$ cat src/common/lua_cpu_pkg.sv
package lua_cpu_pkg;

	typedef logic [31:0] word_t;
	typedef logic [4:0] ttag_t;
	typedef logic [4:0] reg_idx_t;
	typedef logic [5:0] opcode_t;

	localparam int num_regs = 32;

	localparam ttag_t t_nil = 5'd0;
	localparam ttag_t t_integer = 5'd1;

	localparam opcode_t op_move = 6'd0;

	typedef enum logic [1:0] {
		cmd_run = 2'd0,
		cmd_load_reg = 2'd1,
		cmd_load_type = 2'd2,
		cmd_load_base = 2'd3
	} cmd_t;

	typedef enum logic [1:0] {
		st_idle = 2'd0,
		st_done = 2'd1,
		st_not_impl = 2'd3
	} status_t;

	typedef enum logic [1:0] {
		wsrc_instr,
		wsrc_dump,
		wsrc_external
	} wsrc_t;

	localparam word_t saved_pc_offset = 32'd20; // savedpc inside the call record
	localparam int tvalue_shift = 3; // 8-byte register slot
	localparam word_t type_field_offset = 32'd4;

endpackage

$ cat src/verilog/fetch_unit.sv
`timescale 1ns/1ps

module fetch_unit import lua_cpu_pkg::*; (
	input logic clk,
	input logic rst,
	input word_t ci,
	input logic fetch_pc,
	input logic store_pc,
	input logic fetch_instr,
	input logic incr_pc,
	input word_t mem_readdata,
	input logic mem_waitrequest,

	output word_t mem_address,
	output word_t mem_writedata,
	output logic mem_read,
	output logic mem_write,
	output logic pc_done,
	output logic ir_done,
	output word_t instruction,
	output opcode_t opcode,
	output reg_idx_t field_a,
	output reg_idx_t field_b
);

	word_t pc;
	word_t saved_pc_addr;
	logic pc_rd, pc_wr, ir_rd;

	always_comb begin
		saved_pc_addr = ci + saved_pc_offset;
		pc_rd = fetch_pc && !pc_done;
		pc_wr = store_pc && !pc_done;
		ir_rd = fetch_instr && !ir_done;

		mem_address = '0;
		mem_writedata = '0;
		if (pc_rd || pc_wr)
			mem_address = saved_pc_addr;
		else if (ir_rd)
			mem_address = pc;
		if (pc_wr)
			mem_writedata = pc;
		mem_read = pc_rd || ir_rd;
		mem_write = pc_wr;
	end

	always_ff @(posedge clk or posedge rst) begin
		if (rst) begin
			pc <= '0;
			pc_done <= 1'b0;
		end else begin
			pc_done <= (pc_rd || pc_wr) && !mem_waitrequest;
			if (pc_rd && !mem_waitrequest)
				pc <= mem_readdata;
			else if (incr_pc)
				pc <= pc + 32'd4;
		end
	end

	always_ff @(posedge clk or posedge rst) begin
		if (rst) begin
			instruction <= '0;
			ir_done <= 1'b0;
		end else begin
			ir_done <= ir_rd && !mem_waitrequest;
			if (ir_rd && !mem_waitrequest)
				instruction <= mem_readdata;
		end
	end

	// A is 13..6 and B is 31..23, low bits index the registers
	assign opcode = instruction[5:0];
	assign field_a = instruction[10:6];
	assign field_b = instruction[27:23];

endmodule

$ cat config.mk
export PLATFORM = sky130hd
export DESIGN_NAME = fetch_unit
export DESIGN_NICKNAME = d
export VERILOG_FILES = /design/src/common/lua_cpu_pkg.sv /design/src/verilog/fetch_unit.sv
export SDC_FILE = /design/constraint.sdc
export NUM_CORES = 1
export LEC_CHECK = 0
export BUFFER_PORTS_ARGS = -buffer_cell sky130_fd_sc_hd__buf_2
export CAP_MARGIN = 10
export CORE_MARGIN = 2
export CORE_UTILIZATION = 48
export CTS_CLUSTER_DIAMETER = 60
export CTS_CLUSTER_SIZE = 40
export DETAILED_ROUTE_END_ITERATION = 12
export PLACE_DENSITY = 0.83
export SYNTH_ARGS = -nofsm -noshare
export SYNTH_HDL_FRONTEND = slang
export SYNTH_SLANG_ARGS = --single-unit
$ cat constraint.sdc
create_clock -name clk -period 2.39 [get_ports clk]
set_clock_uncertainty 0.05 [all_clocks]
set_input_delay 0.478 -clock clk [delete_from_list [all_inputs] [get_ports clk]]
set_output_delay 0.478 -clock clk [all_outputs]
set_load 0.1 [all_outputs]
# Word-level counts from Yosys, hierarchy flattened
# Cells that the tools add are included.
# totals
register_bits	66
wordCells	23
out_inout_bits	116
in_bits	71
# op_classes
n_reduce_logical	12
n_mux	5
addsub	2
# ops
op	n
$mux 32	5
$add 32x3->32 const B	1
$add 32x5->32 const B	1
$logic_and 1x1->1	6
$logic_not 1->1	3
$logic_or 1x1->1	2
$reduce_bool 2->1	1

# Logic depth before layout (Yosys ltp)
# depth
word_depth	4
mapped_depth	7
depth_no_buf	6

# Worst setup path before layout
# Ideal clock, no wire load.
# synth_timing
kind	input-to-output
start	input ci[2]
end	output mem_address[18]
arrival_ns	3.757
n_path_buf	0
setup_slack_ns	-1.895
t_required_ns	1.862
stages	6
cell_sequence	ha_1 > nor2_1 > nor4_2 > nand4_1 > xor2_1 > o21ai_0
# synth_between
elab_chain_cells	2
# synth_lines
item	line_no	source
start: declaration	fetch_unit.sv:6	input word_t ci,
$add 32x5->32	fetch_unit.sv:31	saved_pc_addr = ci + saved_pc_offset;
$mux 32	fetch_unit.sv:38	if (pc_rd || pc_wr)
end: declaration	fetch_unit.sv:14	output word_t mem_address,
# No other way between the ends.

# Worst setup path in the final report
# layout_timing
start	input ci[2]
end	output mem_address[22]
# The elaborated chain is that of the path after synthesis.

==> metrics.txt <==
Starting Density 49.2%; antenna-violating nets left 0; Leak 2.98 nW; die area 0.00967 sq mm; pwr dens 888 mW/mm^2; Routability Congestion 0.939; mux share of post-synthesis cell area 8.67%; Critical Path RT 1.86 ns; Hold/Removal Path Class in -> async; CP arrival 1.95 ns; via count 4581; first-pass GRT wire length 23300 um; failing checks setup timing; hpwl dp 11000 um; DP Worst Slack -0.108 ns; vias in the first global route 4463; largest net degree at the start of global routing 43; Die W 98.3 um; Post-CTS Hold Buffers 0; synthesized flop and latch total 66; most frequent cells after synthesis nand2_1, dfrtp_1, o21ai_0; Final setup viols 10; Post-Synth Simple-Gate Area 26.7%; worst-margin pin slew 0.524 ns; count leader, synth nand2_1; CP Capture Type output port; Final TNS setup -0.336 ns; sequential share of the synthesized area 38.7%; XOR/XNOR share of the synthesized area 11.5%; Clock Latency Late Sink 0.35 ns; Port Buf Inserts 186; initial antenna violation count 0; Synth warnings 0; mean post-synth cell area 8.77 sq um; wire length per cell 19.9 um; MaxCap Viol Count 0; RSZ-0062 raised after global routing true; die height 98.3 um; n_diodes 0; Post-Syn Instances 487; # DRC 0; crit start category input port; fin area 0.00716 sq mm; first-iteration detailed-routing DRC count 522; post-synthesis cell type count 39; CTS root buf clkbuf_8; Net count, final 748; # fillers 477; CP Class in -> out; clk sink count 66; grt total ovfl 0; post-placement cell count 763; Max rail drop VDD 724 uV; H-Tree Depth 3; clk buf depth 2; max-slew violation count 0; Post-synth ARST share 100%; Placed Area 0.00670 sq mm; Multi-input gate area 0.00286 sq mm; post-synthesis net count 560; Setup WS post-layout -0.0875 ns; Final Hold Vio Count 0; post-synthesis adder-cell area fraction 0.586%; num ports 187; f_max 404 MHz; Row Count 34; GRT Total Usage 30.1%; post-synthesis cell area 0.00427 sq mm; Reg clk slew, reported paths 0.07 ns; Area growth, synth to finish 67.7%; Cell Count, Final, Fillers Out 788; register area 0.00165 sq mm; cell taking the most area after synthesis dfrtp_1; relative slew slack 65.0%; Core Region 0.00868 sq mm; share of layout cells above drive strength 1 53.2%; status finished with violations; via/cell ratio 5.81; Final Critical Period 2.48 ns; main combinational cell family by area after synthesis simple AND/OR/NAND/NOR gates; Primary FF master, synth dfrtp_1; drt first pass iters 6; post-synthesis compound-gate area fraction 7.82%; total CTS buffers 9; Synth top area share 38.7%; Max FO, Critical Path 5; CTS tree done; Post-synth EDFFs 0; crit share post-route 104%; final WL 15600 um; Reg-to-Reg Start pc[2]; largest cells by area after synthesis dfrtp_1, mux2_2, nand2_1; Critical path origin ci[2]
==> worst paths after layout <==
path | end | slack [ns] | depth (start not counted)
worst max-delay path | mem_address[22] | -0.09 | 9
worst min-delay path | instruction[29] | 0.12 | 2
worst max register to register | pc[24] | 0.09 | 6
worst min register to register | instruction[13] | 0.46 | 1
max in group asynchronous | pc_done | 1.57 | 3
min in group clk | pc[1] | 0.29 | 3
==> kinds of logic after synthesis <==
logic type	after synthesis
xor+xnor	56
compound gates	64
simple gates	221
buf+inv	45
flops	66
mux	33
fa+ha+maj	2
==> cell usage in the layout (no fill, tap or decap), types with 3 or more instances in the layout <==
cell type   Yosys  layout
or2_2           3       3
xor2_2          0       3
o21ai_0        52      23
buf_2           3     112
nor4_1          5       5
xnor2_1        28      27
nor4_4          1       3
nand3_1        19      18
and2_1         32       4
and2_2          1      29
xor2_1         28      25
buf_12          0      68
o21ai_4         0      29
and3_1          6       5
buf_8           0       3
clkinvlp_4      0       3
nand2_1        84      83
and4_1          3       3
buf_6           3      10
nand4_1        16      16
clkbuf_8        0      10
mux2_2         32      32
nor2_4          0       3
a21oi_1         6       5
dfrtp_1        66      64
nor3_1         10       9
nor2_1         24      19
buf_4          17      26
==> sequential cells by signal (all words and copies together), names as in the netlist <==
register,flops
instruction,32
ir_done,1
pc_done,1
pc,32
==> worst max-delay path: stages <==
cell and delay, ns:
buf_8 0.09, ha_4 0.15, nor2_4 0.05, nor4_4 0.28, buf_6 0.17, nand4_1 0.14, xor2_2 0.23, o21ai_4 0.18
buf_12 0.19
==> power breakdown <==
| part | total (mW) | internal, mW | switching, mW |
|---|---|---|---|
| Combinational | 3.74 | 1.03 | 2.71 |
| Sequential | 1.65 | 1.33 | 0.316 |
| Clock | 0.970 | 0.509 | 0.460 |
| Total | 6.36 | 2.87 | 3.48 |
==> through the flow <==
stage	util (%)	power [mW]	hold slack, ns
2_1_floorplan	-	4.34	0.408
4_1_cts	80.3	6.30	0.135
3_3_place_gp	77.2	5.25	0.424
6_report	82.5	6.36	0.117
5_1_grt	82.5	6.53	0.153
3_5_place_dp	77.2	5.32	0.442
==> cell type report <==
cell class	count	share of cell area, %
Inverter	2	0.105
Clock buffer	10	1.92
Tap cell	108	1.89
Multi-Input combinational cell	376	39.9
Timing Repair Buffer	220	32.1
Sequential cell	66	23.1
Clock inverter	6	0.926
==> per-layer routing <==
metal,wire [um],GRT usage (%)
met2,7750,51.0
met4,459,8.96
met5,0,0
met3,1640,5.30
met1,5790,39.5
==> timing repair <==
action                     CTS  global route
cloned                       1             1
buffers inserted             2             5
setup endpoints to repair   18            29
resized for setup           11            29
pin swaps                    5             9
(Power assumes the default switching activity.)
