File: src/common/lua_cpu_pkg.sv
package lua_cpu_pkg;

	typedef logic [31:0] word_t;
	typedef logic [4:0] ttag_t;
	typedef logic [4:0] reg_idx_t;
	typedef logic [5:0] opcode_t;

	localparam int num_regs = 32;

	localparam ttag_t t_nil = 5'd0;
	localparam ttag_t t_integer = 5'd1;

	localparam opcode_t op_move = 6'd0;

	typedef enum logic [1:0] {
		cmd_run = 2'd0,
		cmd_load_reg = 2'd1,
		cmd_load_type = 2'd2,
		cmd_load_base = 2'd3
	} cmd_t;

	typedef enum logic [1:0] {
		st_idle = 2'd0,
		st_done = 2'd1,
		st_not_impl = 2'd3
	} status_t;

	typedef enum logic [1:0] {
		wsrc_instr,
		wsrc_dump,
		wsrc_external
	} wsrc_t;

	localparam word_t saved_pc_offset = 32'd20; // savedpc inside the call record
	localparam int tvalue_shift = 3; // 8-byte register slot
	localparam word_t type_field_offset = 32'd4;

endpackage

File: src/verilog/control_sequencer.sv
`timescale 1ns/1ps

module control_sequencer import lua_cpu_pkg::*; (
	input logic clk,
	input logic rst,
	input logic start,
	input cmd_t n,
	input logic pc_done,
	input logic ir_done,
	input logic dump_done,
	input logic global_dirty,
	input status_t instr_status,

	output logic fetch_pc,
	output logic store_pc,
	output logic fetch_instr,
	output logic incr_pc,
	output logic run_instr,
	output logic store_regs,
	output logic ext_write_data,
	output logic ext_write_type,
	output logic write_base,
	output logic clear_dirty,
	output logic clear_valid,
	output wsrc_t wsrc,
	output logic done
);

	typedef enum logic [3:0] {
		s_idle,
		s_fetch_pc,
		s_fetch_instr,
		s_exec,
		s_store_pc,
		s_store_regs,
		s_load_reg,
		s_load_type,
		s_load_base,
		s_finish
	} state_t;

	state_t state;

	always_ff @(posedge clk or posedge rst) begin
		if (rst) begin
			state <= s_idle;
		end else begin
			case (state)
				s_idle: begin
					if (start) begin
						case (n)
							cmd_run: state <= s_fetch_pc;
							cmd_load_reg: state <= s_load_reg;
							cmd_load_type: state <= s_load_type;
							cmd_load_base: state <= s_load_base;
						endcase
					end
				end
				s_fetch_pc: if (pc_done) state <= s_fetch_instr;
				s_fetch_instr: if (ir_done) state <= s_exec;
				s_exec: begin
					case (instr_status)
						st_done: state <= s_fetch_instr;
						st_not_impl: state <= s_store_pc;
						default: state <= s_exec; // status not back yet
					endcase
				end
				s_store_pc: begin
					if (pc_done)
						state <= global_dirty ? s_store_regs : s_finish;
				end
				s_store_regs: if (dump_done) state <= s_finish;
				s_load_reg, s_load_type, s_load_base: state <= s_finish;
				default: state <= s_idle;
			endcase
		end
	end

	always_comb begin
		fetch_pc = state == s_fetch_pc;
		store_pc = state == s_store_pc;
		fetch_instr = state == s_fetch_instr;
		incr_pc = fetch_instr && ir_done; // step past the fetched word
		run_instr = state == s_exec;
		store_regs = state == s_store_regs;
		ext_write_data = state == s_load_reg;
		ext_write_type = state == s_load_type;
		write_base = state == s_load_base;
		clear_dirty = state == s_finish || write_base;
		clear_valid = write_base;
		done = state == s_finish;
		case (state)
			s_store_regs: wsrc = wsrc_dump;
			s_load_reg, s_load_type: wsrc = wsrc_external;
			default: wsrc = wsrc_instr;
		endcase
	end

endmodule

File: config.mk
export PLATFORM = sky130hd
export DESIGN_NAME = control_sequencer
export DESIGN_NICKNAME = d
export VERILOG_FILES = /design/src/common/lua_cpu_pkg.sv /design/src/verilog/control_sequencer.sv
export SDC_FILE = /design/constraint.sdc
export NUM_CORES = 1
export LEC_CHECK = 0
export BUFFER_PORTS_ARGS = -buffer_cell sky130_fd_sc_hd__buf_2
export CORE_AREA = 2 2 39 41
export CTS_CLUSTER_DIAMETER = 200
export DETAILED_ROUTE_END_ITERATION = 10
export DIE_AREA = 0 0 41 43
export GPL_ROUTABILITY_DRIVEN = 0
export GPL_TIMING_DRIVEN = 0
export PLACE_DENSITY = 0.76
export SKIP_CTS_REPAIR_TIMING = 1
export SYNTH_ARGS = -nofsm -noshare
export SYNTH_HDL_FRONTEND = slang
export SYNTH_SLANG_ARGS = --single-unit
File: constraint.sdc
create_clock -name clk -period 2 [get_ports clk]
set_input_delay 0.6 -clock clk [delete_from_list [all_inputs] [get_ports clk]]
set_output_delay 0.6 -clock clk [all_outputs]
set_load 0.05 [all_outputs]
Word-level counts from Yosys, hierarchy flattened
Cells that the tools add are included.

Equality and inequality tests: 19. Muxes and demuxes: 10. Reductions and logical operators: 7.

Operators by type and width (number): $pmux 4 s7 (1); $mux 4 (6); $eq 4x3->1 const B (4); $pmux 4 s4 (1); $ne 2x2->1 const B (5); $eq 4x2->1 const B (2); $eq 4x4->1 const B (2); $eq 2x2->1 const B (3); $pmux 3 s2 (1); $reduce_and 5->1 (1); $eq 2x1->1 const B (2); $eq 4x1->1 const B (1); $logic_not 4->1 (1); $pmux 2 s2 (1); $reduce_or 3->1 (1); $logic_not 2->1 (1); $reduce_or 2->1 (1); $logic_and 1x1->1 (1); $logic_or 1x1->1 (1).

Bits in registers: 4. Input port bits: 11. Output and inout port bits: 14. Logic and storage cells: 37.

Logic depth before layout (Yosys ltp)
Gate-level depths: netlist of run 1.

Word-level depth: 4. Mapped depth: 6. Mapped depth without buffers: 6.

Least setup slack after synthesis of run 1
OpenSTA, ideal clock, no wires.

Path kind: register -> output. Start point: register state[1]. End point: output write_base. Data arrival time: 2159 ps. Data required time: 1400 ps. Path slack: -759 ps. Stages on the path, launching flop included: 6. Buffers on the path: 2. Path through: dfrtp_1 -> buf_2 -> nor2_1 -> and2_2 -> nor2b_1 -> buf_4.

Word-level cells in the longest chain between the ends: 1.

Ends and longest elaborated chain: start: declaration (line control_sequencer.sv:42) `state_t state;`; start signal: assignment (line control_sequencer.sv:46) `state <= s_idle;`; start signal: assignment (line control_sequencer.sv:52) `cmd_run: state <= s_fetch_pc;`; start signal: assignment (line control_sequencer.sv:53) `cmd_load_reg: state <= s_load_reg;`; $eq 4x4->1 (line control_sequencer.sv:88) `write_base = state == s_load_base;`; end: declaration (line control_sequencer.sv:22) `output logic write_base,`.

No other way between the ends.

Final worst setup path of run 1
Start point: register state[1]. End point: output clear_valid.

Word-level cells in the longest chain between the ends: 1.

Ends and longest elaborated chain: $eq 4x4->1 (line control_sequencer.sv:88); end: declaration (line control_sequencer.sv:24) `output logic clear_valid,`.

No other way between the ends.

==> reports/metrics.cfg, run 1 <==
[status]
status = complete, but fails checks
violations = setup timing

[layout]
fin_cells = 112
utilization_pct = 59.3
largest_reg_flops = 4
stdcell_area_um2 = 821
reg.largest.list = state: 4 flops
top_register = state
drive_gt1_share_pct = 62.5
area_delta_synth_final_pct = 75.9
layout.nets = 112
num_antenna_cells = 0

[floorplan]
core-area_um2 = 1380
die_x_um = 41
rows = 14
initial_core_util_pct = 33.7
die_y_um = 43
ioPinCount = 25
die_area_um2 = 1760

[critical_path]
crit_family = flip-flops
cp-end-kind = primary output
crit_fanout = 6
crit_type = register to primary output
critical-path-slowest-cell = dfrtp_2
critPathArrivalTime_ns = 1.44
start_kind = register
worstPathCellList = buf_6, nor2_4, and2_4, nor2b_4, clkbuf_4
worstPathRequired_ns = 1.40
crit_buf_inv = 2
slowest_delay_ns = 0.43

[power_and_ir_drop]
p_per_area_nw_per_um2 = 1520
total_power_mw = 1.25
pwr-share-seq_pct = 11.4
vdd_drop_max_mv = 0.697
switching_power_uw = 644
leakage_nw = 0.433
swShare_pct = 51.5
internal-power_uw = 605
p_clk_share_pct = 8.2
p_comb_share_pct = 80.4

[routing]
drt-total-wl_mm = 1.51
drtPass1Iterations = 4
drt_iter0_drc = 5
avgRoutedWirePerCell_um = 13.5
vias = 573
viasPerCell = 5.12
drc = 0
ant_nets = 0

[synthesis]
async_flop_share_pct = 100
synth.top_cells.by_area = dfrtp_1 21%, ha_1 8.0%, buf_4 6.4%
ys_warn_count = 0
synth_area_leader_cell = dfrtp_1
synth-main-ff-cell = dfrtp_1
syn-num-nets = 74
synthesis.instances = 60
syn_area_um2 = 467
synth_top_area_share_pct = 21.4
synth_cell_type_count = 30
syn_avg_cell_area_um2 = 7.78
ys_seq_elements = 4
synth-edff-count = 0
ys_seq_area_share_pct = 21.4

[sta]
finalHoldViolCount = 0
skew_ns = 0.00102
fin_ws_ns = -0.0364
rsz0062_at_grt = yes
worst_pin_slew_ns = 0.488
worst_slew_margin_rel_pct = 67.4
fmax_ghz = 0.491
fin_crit_sh_pct = 102
min_period_ns = 2.04
report.final.slew_viol_count = 0
finalSetupTns_ns = -0.0727
whs_ns = 0.226
final-setup-viol-count = 2

[clock_network]
htreeDepth = 1
clk_path_buf_depth = 2
cts_root_buffer = clkbuf_4
clock_sinks = 4
cts_tree = done
clk_pin_slew_worst_paths_ns = 0.04
cts_made_buffers = 3
clk_latency_ns = 0.24

[job]
drv_cap = 0

[place]
place_inst = 100
port_buffers = 24
place_ws_ns = -0.108
dp_hpwl_um = 929
dpl_cell_area_um2 = 647

[min_path]
min_path_type = input pin to async pin

[global_routing]
grt_usage_pct = 14.5
grt_pass1_vias = 475
grt_first_pass_wirelength_mm = 1.81
grt_max_degree = 11
gr-total-overflow = 0
antenna_found_initial = 0

## placed cells by master, fill, tap and decap left out, types with 2 or more instances in the layout
cell type / netlist / final
and3_1: 2 / 2
ha_1: 3 / 3
buf_2: 1 / 16
inv_1: 4 / 4
nor2b_1: 4 / 2
nor2b_4: 0 / 2
nand2b_1: 3 / 3
nor2_1: 6 / 2
and2_4: 0 / 3
nor2_4: 0 / 3
buf_6: 1 / 5
buf_4: 4 / 12
dfrtp_1: 4 / 3
clkbuf_4: 0 / 7
nand2_1: 3 / 2
a21oi_1: 4 / 4
buf_8: 0 / 3
nor3_2: 0 / 2
## worst reg2reg max path, cell delays in order (launching register included)
cell and delay (ns):
dfrtp_1 0.38, buf_6 0.14, buf_4 0.13, or4_1 0.51, a31oi_1 0.18, a21oi_1 0.06
mux2_4 0.25
## kinds of logic (layout without fill, tap and decap cells)
logic type | Yosys count | after routing | synth area share, %
adder cells (fa/ha/maj) | 3 | 3 | 8.04
AND/OR/NAND/NOR | 30 | 30 | 35.9
flip-flops | 4 | 4 | 21.4
buffers and inverters | 11 | 47 | 13.9
multiplexers | 2 | 2 | 5.63
AO/OA/AOI/OAI | 10 | 10 | 15.0
## metal layers
layer  track usage [%]  share of wire, %
met2              26.9                57
met3              1.57               4.2
met1              15.1                38
met4              6.00               1.3
met5                 0                 0
## Yosys cell counts, types with 2 or more instances
cell / number
nor2_1: 6
a21oi_1: 4
buf_4: 4
dfrtp_1: 4
inv_1: 4
nor2b_1: 4
ha_1: 3
nand2_1: 3
nand2b_1: 3
nor3_1: 3
and2_1: 2
and3_1: 2
## path summary, 6_finish.rpt
check / start / end / slack [ns] / cells past startpoint
hold / removal: rst / state[3]$_DFFE_PP0P_ / 0.23 / 2
setup / recovery: state[1]$_DFFE_PP0P_ / clear_valid / -0.04 / 5
max in group asynchronous: rst / state[1]$_DFFE_PP0P_ / 1.62 / 2
setup reg to reg: state[3]$_DFFE_PP0P_ / state[0]$_DFFE_PP0P_ / 0.23 / 6
min in group clk: global_dirty / state[2]$_DFFE_PP0P_ / 0.63 / 2
hold reg to reg: state[2]$_DFFE_PP0P_ / state[3]$_DFFE_PP0P_ / 0.70 / 3
## final cells by class
type / instances / area, um^2
Fill cell: 112 / 563
Multi-Input combinational cell: 45 / 360
Timing Repair Buffer: 33 / 234
Sequential cell: 4 / 101
Buffer: 7 / 67.6
Clock buffer: 3 / 22.5
Tap cell: 16 / 20.0
Inverter: 4 / 15.0
## power groups by stage
stage / Clock [mW] / Combinational [mW] / Sequential [mW]
after floorplan: 0 / 0.654 / 0.131
after global placement: 0 / 0.778 / 0.137
after detailed placement: 0 / 0.788 / 0.137
after CTS: 0.105 / 0.791 / 0.136
after global routing: 0.108 / 1.06 / 0.146
final: 0.103 / 1.00 / 0.142
Power figures use the tool's default switching activity.
==> inputs of run 2 (changes only) <==
--- a/config.mk
+++ b/config.mk
@@ -6,13 +6,12 @@
 export NUM_CORES = 1
 export LEC_CHECK = 0
 export BUFFER_PORTS_ARGS = -buffer_cell sky130_fd_sc_hd__buf_2
-export CORE_AREA = 2 2 39 41
+export CORE_UTILIZATION = 25
 export CTS_CLUSTER_DIAMETER = 200
 export DETAILED_ROUTE_END_ITERATION = 10
-export DIE_AREA = 0 0 41 43
 export GPL_ROUTABILITY_DRIVEN = 0
 export GPL_TIMING_DRIVEN = 0
-export PLACE_DENSITY = 0.76
+export PLACE_DENSITY = 0.61
 export SKIP_CTS_REPAIR_TIMING = 1
 export SYNTH_ARGS = -nofsm -noshare
 export SYNTH_HDL_FRONTEND = slang
==> run 2 against run 1 <==
  * The flow now finishes without violations
  * Fmax is 2.4% higher
  * Power rose by 2.0%
  * Critical path type unchanged
  * Die area up 16%
  * Setup slack improved by 0.048 ns
  * Combinational power rose by 4%
  * Count of clock-buffer cells in the layout did not move
  * Routed wire length is 11% lower
  * Largest power group unchanged
  * Core utilization decreased by 11 points
==> reports/metrics.cfg, run 2 (synthesis results as in run 1) <==
[critical_path]
crit_type = register to primary output
slowest_delay_ns = 0.44  ; about the same
crit_start = state[1]$_DFFE_PP0P_
r2r_cells = 5  ; -1
critical_path_cell_count = 5  ; unchanged
start_kind = register
worstPathCellList = buf_6, nor2_4, and2_4, nor2b_4, clkbuf_4
r2r_end = state[0]$_DFFE_PP0P_
crit_path_end = clear_valid
critPathArrivalTime_ns = 1.39  ; -0.05 ns
worstPathRequired_ns = 1.40  ; about the same
cp-end-kind = primary output
crit_fanout = 6  ; unchanged
crit_family = flip-flops
critical-path-slowest-cell = dfrtp_2
ff2ff_setup_slack_ns = 0.26  ; +0.03 ns
reg2reg_from = state[2]$_DFFE_PP0P_
crit_buf_inv = 2  ; unchanged

[layout]
fillCellCount = 177  ; +58%
final_common_cell = buf_2
largest_reg_flops = 4  ; unchanged
area_delta_synth_final_pct = 82.3
reg.largest.list = state: 4 flops
layout_common_cells = 15 x buf_2, 13 x buf_4, 8 x buf_6
utilization_pct = 48.7  ; -11 points
layout.nets = 113  ; +0.89%
num_antenna_cells = 0  ; unchanged
top_register = state
drive_gt1_share_pct = 62.9  ; +0.39 points

[sta]
finalHoldViolCount = 0  ; unchanged
worst_pin_slew_ns = 0.486  ; -0.00166 ns
fmax_ghz = 0.503  ; +2.4%
fin_ws_ns = 0.0115  ; +0.0479 ns
worst_slew_margin_rel_pct = 67.5  ; +0.11 points
final-setup-viol-count = 0  ; -2
fin_crit_sh_pct = 99.4  ; -2.4 points
min_period_ns = 1.99  ; -0.0479 ns
skew_ns = 0.00298  ; +0.00197 ns
rsz0062_at_grt = yes
report.final.slew_viol_count = 0  ; unchanged

[floorplan]
core-area_um2 = 1750  ; +26%
die_x_um = 45.2  ; +10%
initial_core_util_pct = 26.7  ; -7.0 points
ioPinCount = 25  ; unchanged
rows = 15  ; +1
die_area_um2 = 2040  ; +16%
die_y_um = 45.2  ; +5.1%

[clock_network]
cts_made_buffers = 3  ; unchanged
clk_pin_slew_worst_paths_ns = 0.04  ; about the same
cts_tree = done
cts_root_buffer = clkbuf_4
clk_latency_ns = 0.23  ; about the same
clk_path_buf_depth = 2  ; unchanged
htreeDepth = 1  ; unchanged
clock_sinks = 4  ; unchanged

[global_routing]
grt_max_degree = 11  ; unchanged
grt_first_pass_wirelength_mm = 1.84  ; +1.9%
grt_pass1_vias = 462  ; -2.7%
gr-total-overflow = 0  ; unchanged
grt_usage_pct = 12.2  ; -2.4 points
antenna_found_initial = 0  ; unchanged

[routing]
viasPerCell = 4.64  ; -9.3%
drtPass1Iterations = 2  ; -2
avgRoutedWirePerCell_um = 11.0  ; -18%
drc = 0  ; unchanged
vias = 566  ; -1.2%
ant_nets = 0  ; unchanged
drt_iter0_drc = 7  ; +2
drt-total-wl_mm = 1.34  ; -11%

[min_path]
min_path_type = input pin to async pin

[status]
status = complete, no violations

[power_and_ir_drop]
vdd_drop_max_mv = 0.475  ; -32%
p_per_area_nw_per_um2 = 1500  ; -1.6%
total_power_mw = 1.27  ; +2.0%
leakage_nw = 0.443  ; +2.2%

[place]
dp_hpwl_um = 877  ; -5.6%
port_buffers = 24  ; unchanged
place_ws_ns = -0.126  ; -0.0187 ns

[job]
drv_cap = 0  ; unchanged

run 2: cell types whose count changed in the layout (fill, tap and decap cells not counted):
cell,delta
nor3_4,+1
buf_8,-1
and2_2,+1
buf_6,+3
clkbuf_4,-1
and2_4,-1
buf_4,+1
buf_2,-1
nor3_2,-1
run 2: how the worst min path moves through the flow:
| stage | endpoint | slack (ns) | from | cells after the start |
|---|---|---|---|---|
| detailed placement | state[0]$_DFFE_PP0P_ | 0.48 | rst | 2 |
| global placement | state[1]$_DFFE_PP0P_ | 0.48 | rst | 2 |
| floorplan | state[0]$_DFFE_PP0P_ | 0.37 | rst | 1 |
| global route | state[2]$_DFFE_PP0P_ | 0.26 | rst | 2 |
| CTS | state[1]$_DFFE_PP0P_ | 0.24 | rst | 2 |
| finish | state[2]$_DFFE_PP0P_ | 0.24 | rst | 2 |
run 2: power breakdown:
| part | switching, mW | total, mW | leakage (nW) | internal (mW) |
|---|---|---|---|---|
| Clock | 0.0278 | 0.0945 | 0.0138 | 0.0668 |
| Combinational | 0.587 | 1.04 | 0.380 | 0.449 |
| Sequential | 0.0268 | 0.144 | 0.0493 | 0.117 |
| Total | 0.641 | 1.27 | 0.443 | 0.633 |
run 2: final cells by class:
class                      instances  area [um^2]  area share (%)
sequential                         4          101            11.9
inverter                           4         15.0            1.76
timing repair buffer              34          244            28.7
multi-input combinational         45          365            42.9
tap                               25         31.3            3.68
clock buffer                       3         22.5            2.65
buffer                             7         71.3            8.38
run 2: stage by stage:
stage / hold WS, ns / setup TNS [ns] / instance area (um^2) / cells
CTS: 0.237 / -2.23 / 681 / 112
floorplan: 0.366 / -0.299 / 507 / 60
detailed placement: 0.483 / -0.353 / 658 / 109
finish: 0.241 / 0 / 851 / 122
global placement: 0.479 / -0.278 / 658 / 109
global route: 0.259 / -0.0950 / 851 / 122
run 2: metal layers:
metal	track usage (%)	wire, um
met1	14.3	559
met2	22.0	746
met3	1.20	35
met4	5.45	0
met5	0	0
==> inputs of run 3 (changes only) <==
--- a/config.mk
+++ b/config.mk
@@ -6,7 +6,9 @@
 export NUM_CORES = 1
 export LEC_CHECK = 0
 export BUFFER_PORTS_ARGS = -buffer_cell sky130_fd_sc_hd__buf_2
+export CORE_MARGIN = 10
 export CORE_UTILIZATION = 25
+export CTS_BUF_LIST = sky130_fd_sc_hd__clkbuf_16
 export CTS_CLUSTER_DIAMETER = 200
 export DETAILED_ROUTE_END_ITERATION = 10
 export GPL_ROUTABILITY_DRIVEN = 0
==> run 3 against run 2 <==
  * The flow now finishes with violations (setup timing)
  * Count of clock-buffer cells in the layout did not move
  * Design area rose by 7.4%
  * Combinational power barely moved
  * Non-clock buffer count did not move
  * Final cell count did not move
  * Via count rose by 3.4%
  * Clock skew barely moved
  * Routed wire length rose by 25%
  * Core utilization rose by 3.6 points
  * First-iteration DRC count rose to 3.3 times the previous value
  * Setup slack got worse by 0.034 ns
  * Sequential power barely moved
==> reports/metrics.cfg, run 3 (synthesis results as in run 1) <==
[critical_path]
ff2ff_setup_slack_ns = 0.17  ; -0.09 ns
slowest_delay_ns = 0.44  ; about the same
crit_top_cell = buf_6
start_kind = register
reg2reg_from = state[2]$_DFFE_PP0P_
r2r_cells = 5  ; unchanged
worstPathCellList = buf_6, nor2_4, and2_4, nor2b_4, buf_6, buf_8
worstPathRequired_ns = 1.40  ; about the same
cp-end-kind = primary output
crit_type = register to primary output
r2r_end = state[0]$_DFFE_PP0P_
crit_fanout = 6  ; unchanged
critPathArrivalTime_ns = 1.42  ; +0.03 ns
crit_buf_inv = 3  ; +1
critical-path-slowest-cell = dfrtp_2
crit_family = flip-flops

[routing]
drtPass1Iterations = 4  ; +2
vias = 585  ; +3.4%
drt_iter0_drc = 23  ; +16
highest_layer = met4
viasPerCell = 4.80  ; +3.4%
drt-total-wl_mm = 1.68  ; +25%
ant_nets = 0  ; unchanged
dr_wl_met2_um = 892  ; +20%
avgRoutedWirePerCell_um = 13.7  ; +25%
wl_met3_um = 77  ; +120%
drc = 0  ; unchanged
wl_met1_um = 672  ; +20%

[floorplan]
initial_core_util_pct = 26.7  ; unchanged
ioPinCount = 25  ; unchanged
die_x_um = 63.2  ; +40%
core-area_um2 = 1750  ; unchanged
die_area_um2 = 3990  ; +95%
rows = 15  ; unchanged
die_y_um = 63.2  ; +40%

[status]
violations = setup timing
status = complete, but fails checks

[min_path]
min_path_type = input pin to async pin

[job]
drv_cap = 0  ; unchanged

[clock_network]
clk_path_buf_depth = 2  ; unchanged
htreeDepth = 1  ; unchanged
cts_made_buffers = 3  ; unchanged
clk_pin_slew_worst_paths_ns = 0.03  ; about the same
cts_tree = done
clock_sinks = 4  ; unchanged
clk_latency_ns = 0.23  ; about the same
cts_root_buffer = clkbuf_16

[layout]
reg.largest.list = state: 4 flops
fin_cells = 122  ; unchanged
layout_common_cells = 16 x buf_2, 12 x buf_4, 7 x buf_6
area_delta_synth_final_pct = 95.7
final_common_cell = buf_2
top_register = state
largest_reg_flops = 4  ; unchanged
drive_gt1_share_pct = 63.9  ; +1.0 points
layout.nets = 113  ; unchanged
utilization_pct = 52.3  ; +3.6 points
num_antenna_cells = 0  ; unchanged

[global_routing]
antenna_found_initial = 0  ; unchanged
grt_first_pass_wirelength_mm = 2.52  ; +37%
grt_usage_pct = 7.74  ; -4.4 points
grt_max_degree = 11  ; unchanged
gr-total-overflow = 0  ; unchanged
grt_pass1_vias = 555  ; +20%

[sta]
skew_ns = 0.00343  ; +0.000446 ns
report.final.slew_viol_count = 0  ; unchanged
rsz0062_at_grt = yes
fin_crit_sh_pct = 101  ; +1.7 points
final-setup-viol-count = 1  ; +1
fmax_ghz = 0.494  ; -1.7%
worst_pin_slew_ns = 0.553  ; +0.0673 ns
min_period_ns = 2.02  ; +0.0343 ns
fin_ws_ns = -0.0228  ; -0.0343 ns
finalHoldViolCount = 0  ; unchanged
worst_slew_margin_rel_pct = 63.0  ; -4.5 points

[place]
dp_hpwl_mm = 1.14  ; +30%
place_inst = 109  ; unchanged
port_buffers = 24  ; unchanged

[power_and_ir_drop]
vdd_drop_max_mv = 0.643  ; +35%
p_per_area_nw_per_um2 = 1670  ; +12%
leakage_nw = 0.472  ; +6.6%

==> run 3: cell counts in the layout (fill, tap and decap cells not counted) <==
No cell type changed its count.
==> run 3: metal layers <==
layer  vias to the layer above  GRT usage, %
met5                         -             0
met4                         0          5.74
met3                         4          3.00
met2                        26          12.3
met1                       274          8.09
li1                        281             -
==> run 3: through the flow <==
step	setup TNS (ns)	setup WS (ns)	cell area, um^2	power, mW	hold WS (ns)
2_1_floorplan	-0.299	-0.197	507	0.785	0.366
3_3_place_gp	-0.316	-0.113	658	0.931	0.481
3_5_place_dp	-0.410	-0.146	658	0.934	0.492
4_1_cts	-2.26	-0.379	733	1.25	0.263
5_1_grt	-0.110	-0.0648	913	1.61	0.269
6_report	-0.0228	-0.0228	913	1.53	0.257
==> run 3: layout make-up <==
cell class | instances | area, um^2
fill | 156 | 832
multi-input combinational | 45 | 374
timing repair buffer | 34 | 245
sequential | 4 | 101
clock buffer | 3 | 75.1
buffer | 7 | 71.3
tap | 25 | 31.3
inverter | 4 | 15.0
==> run 3: report_power, final <==
| part | internal (mW) | switching [mW] |
|---|---|---|
| clock | 0.256 | 0.0587 |
| sequential | 0.117 | 0.0305 |
| combinational | 0.468 | 0.596 |
| total | 0.840 | 0.685 |
==> run 3: worst max path at each step <==
stage               slack, ns  cells past startpoint    endpoint                 start
finish                  -0.02                      6  write_base  state[1]$_DFFE_PP0P_
global route            -0.06                      6  write_base  state[1]$_DFFE_PP0P_
detailed placement      -0.15                      4        done  state[0]$_DFFE_PP0P_
global placement        -0.11                      4        done  state[0]$_DFFE_PP0P_
floorplan               -0.20                      5  write_base  state[1]$_DFFE_PP0P_
CTS                     -0.38                      4        done  state[0]$_DFFE_PP0P_
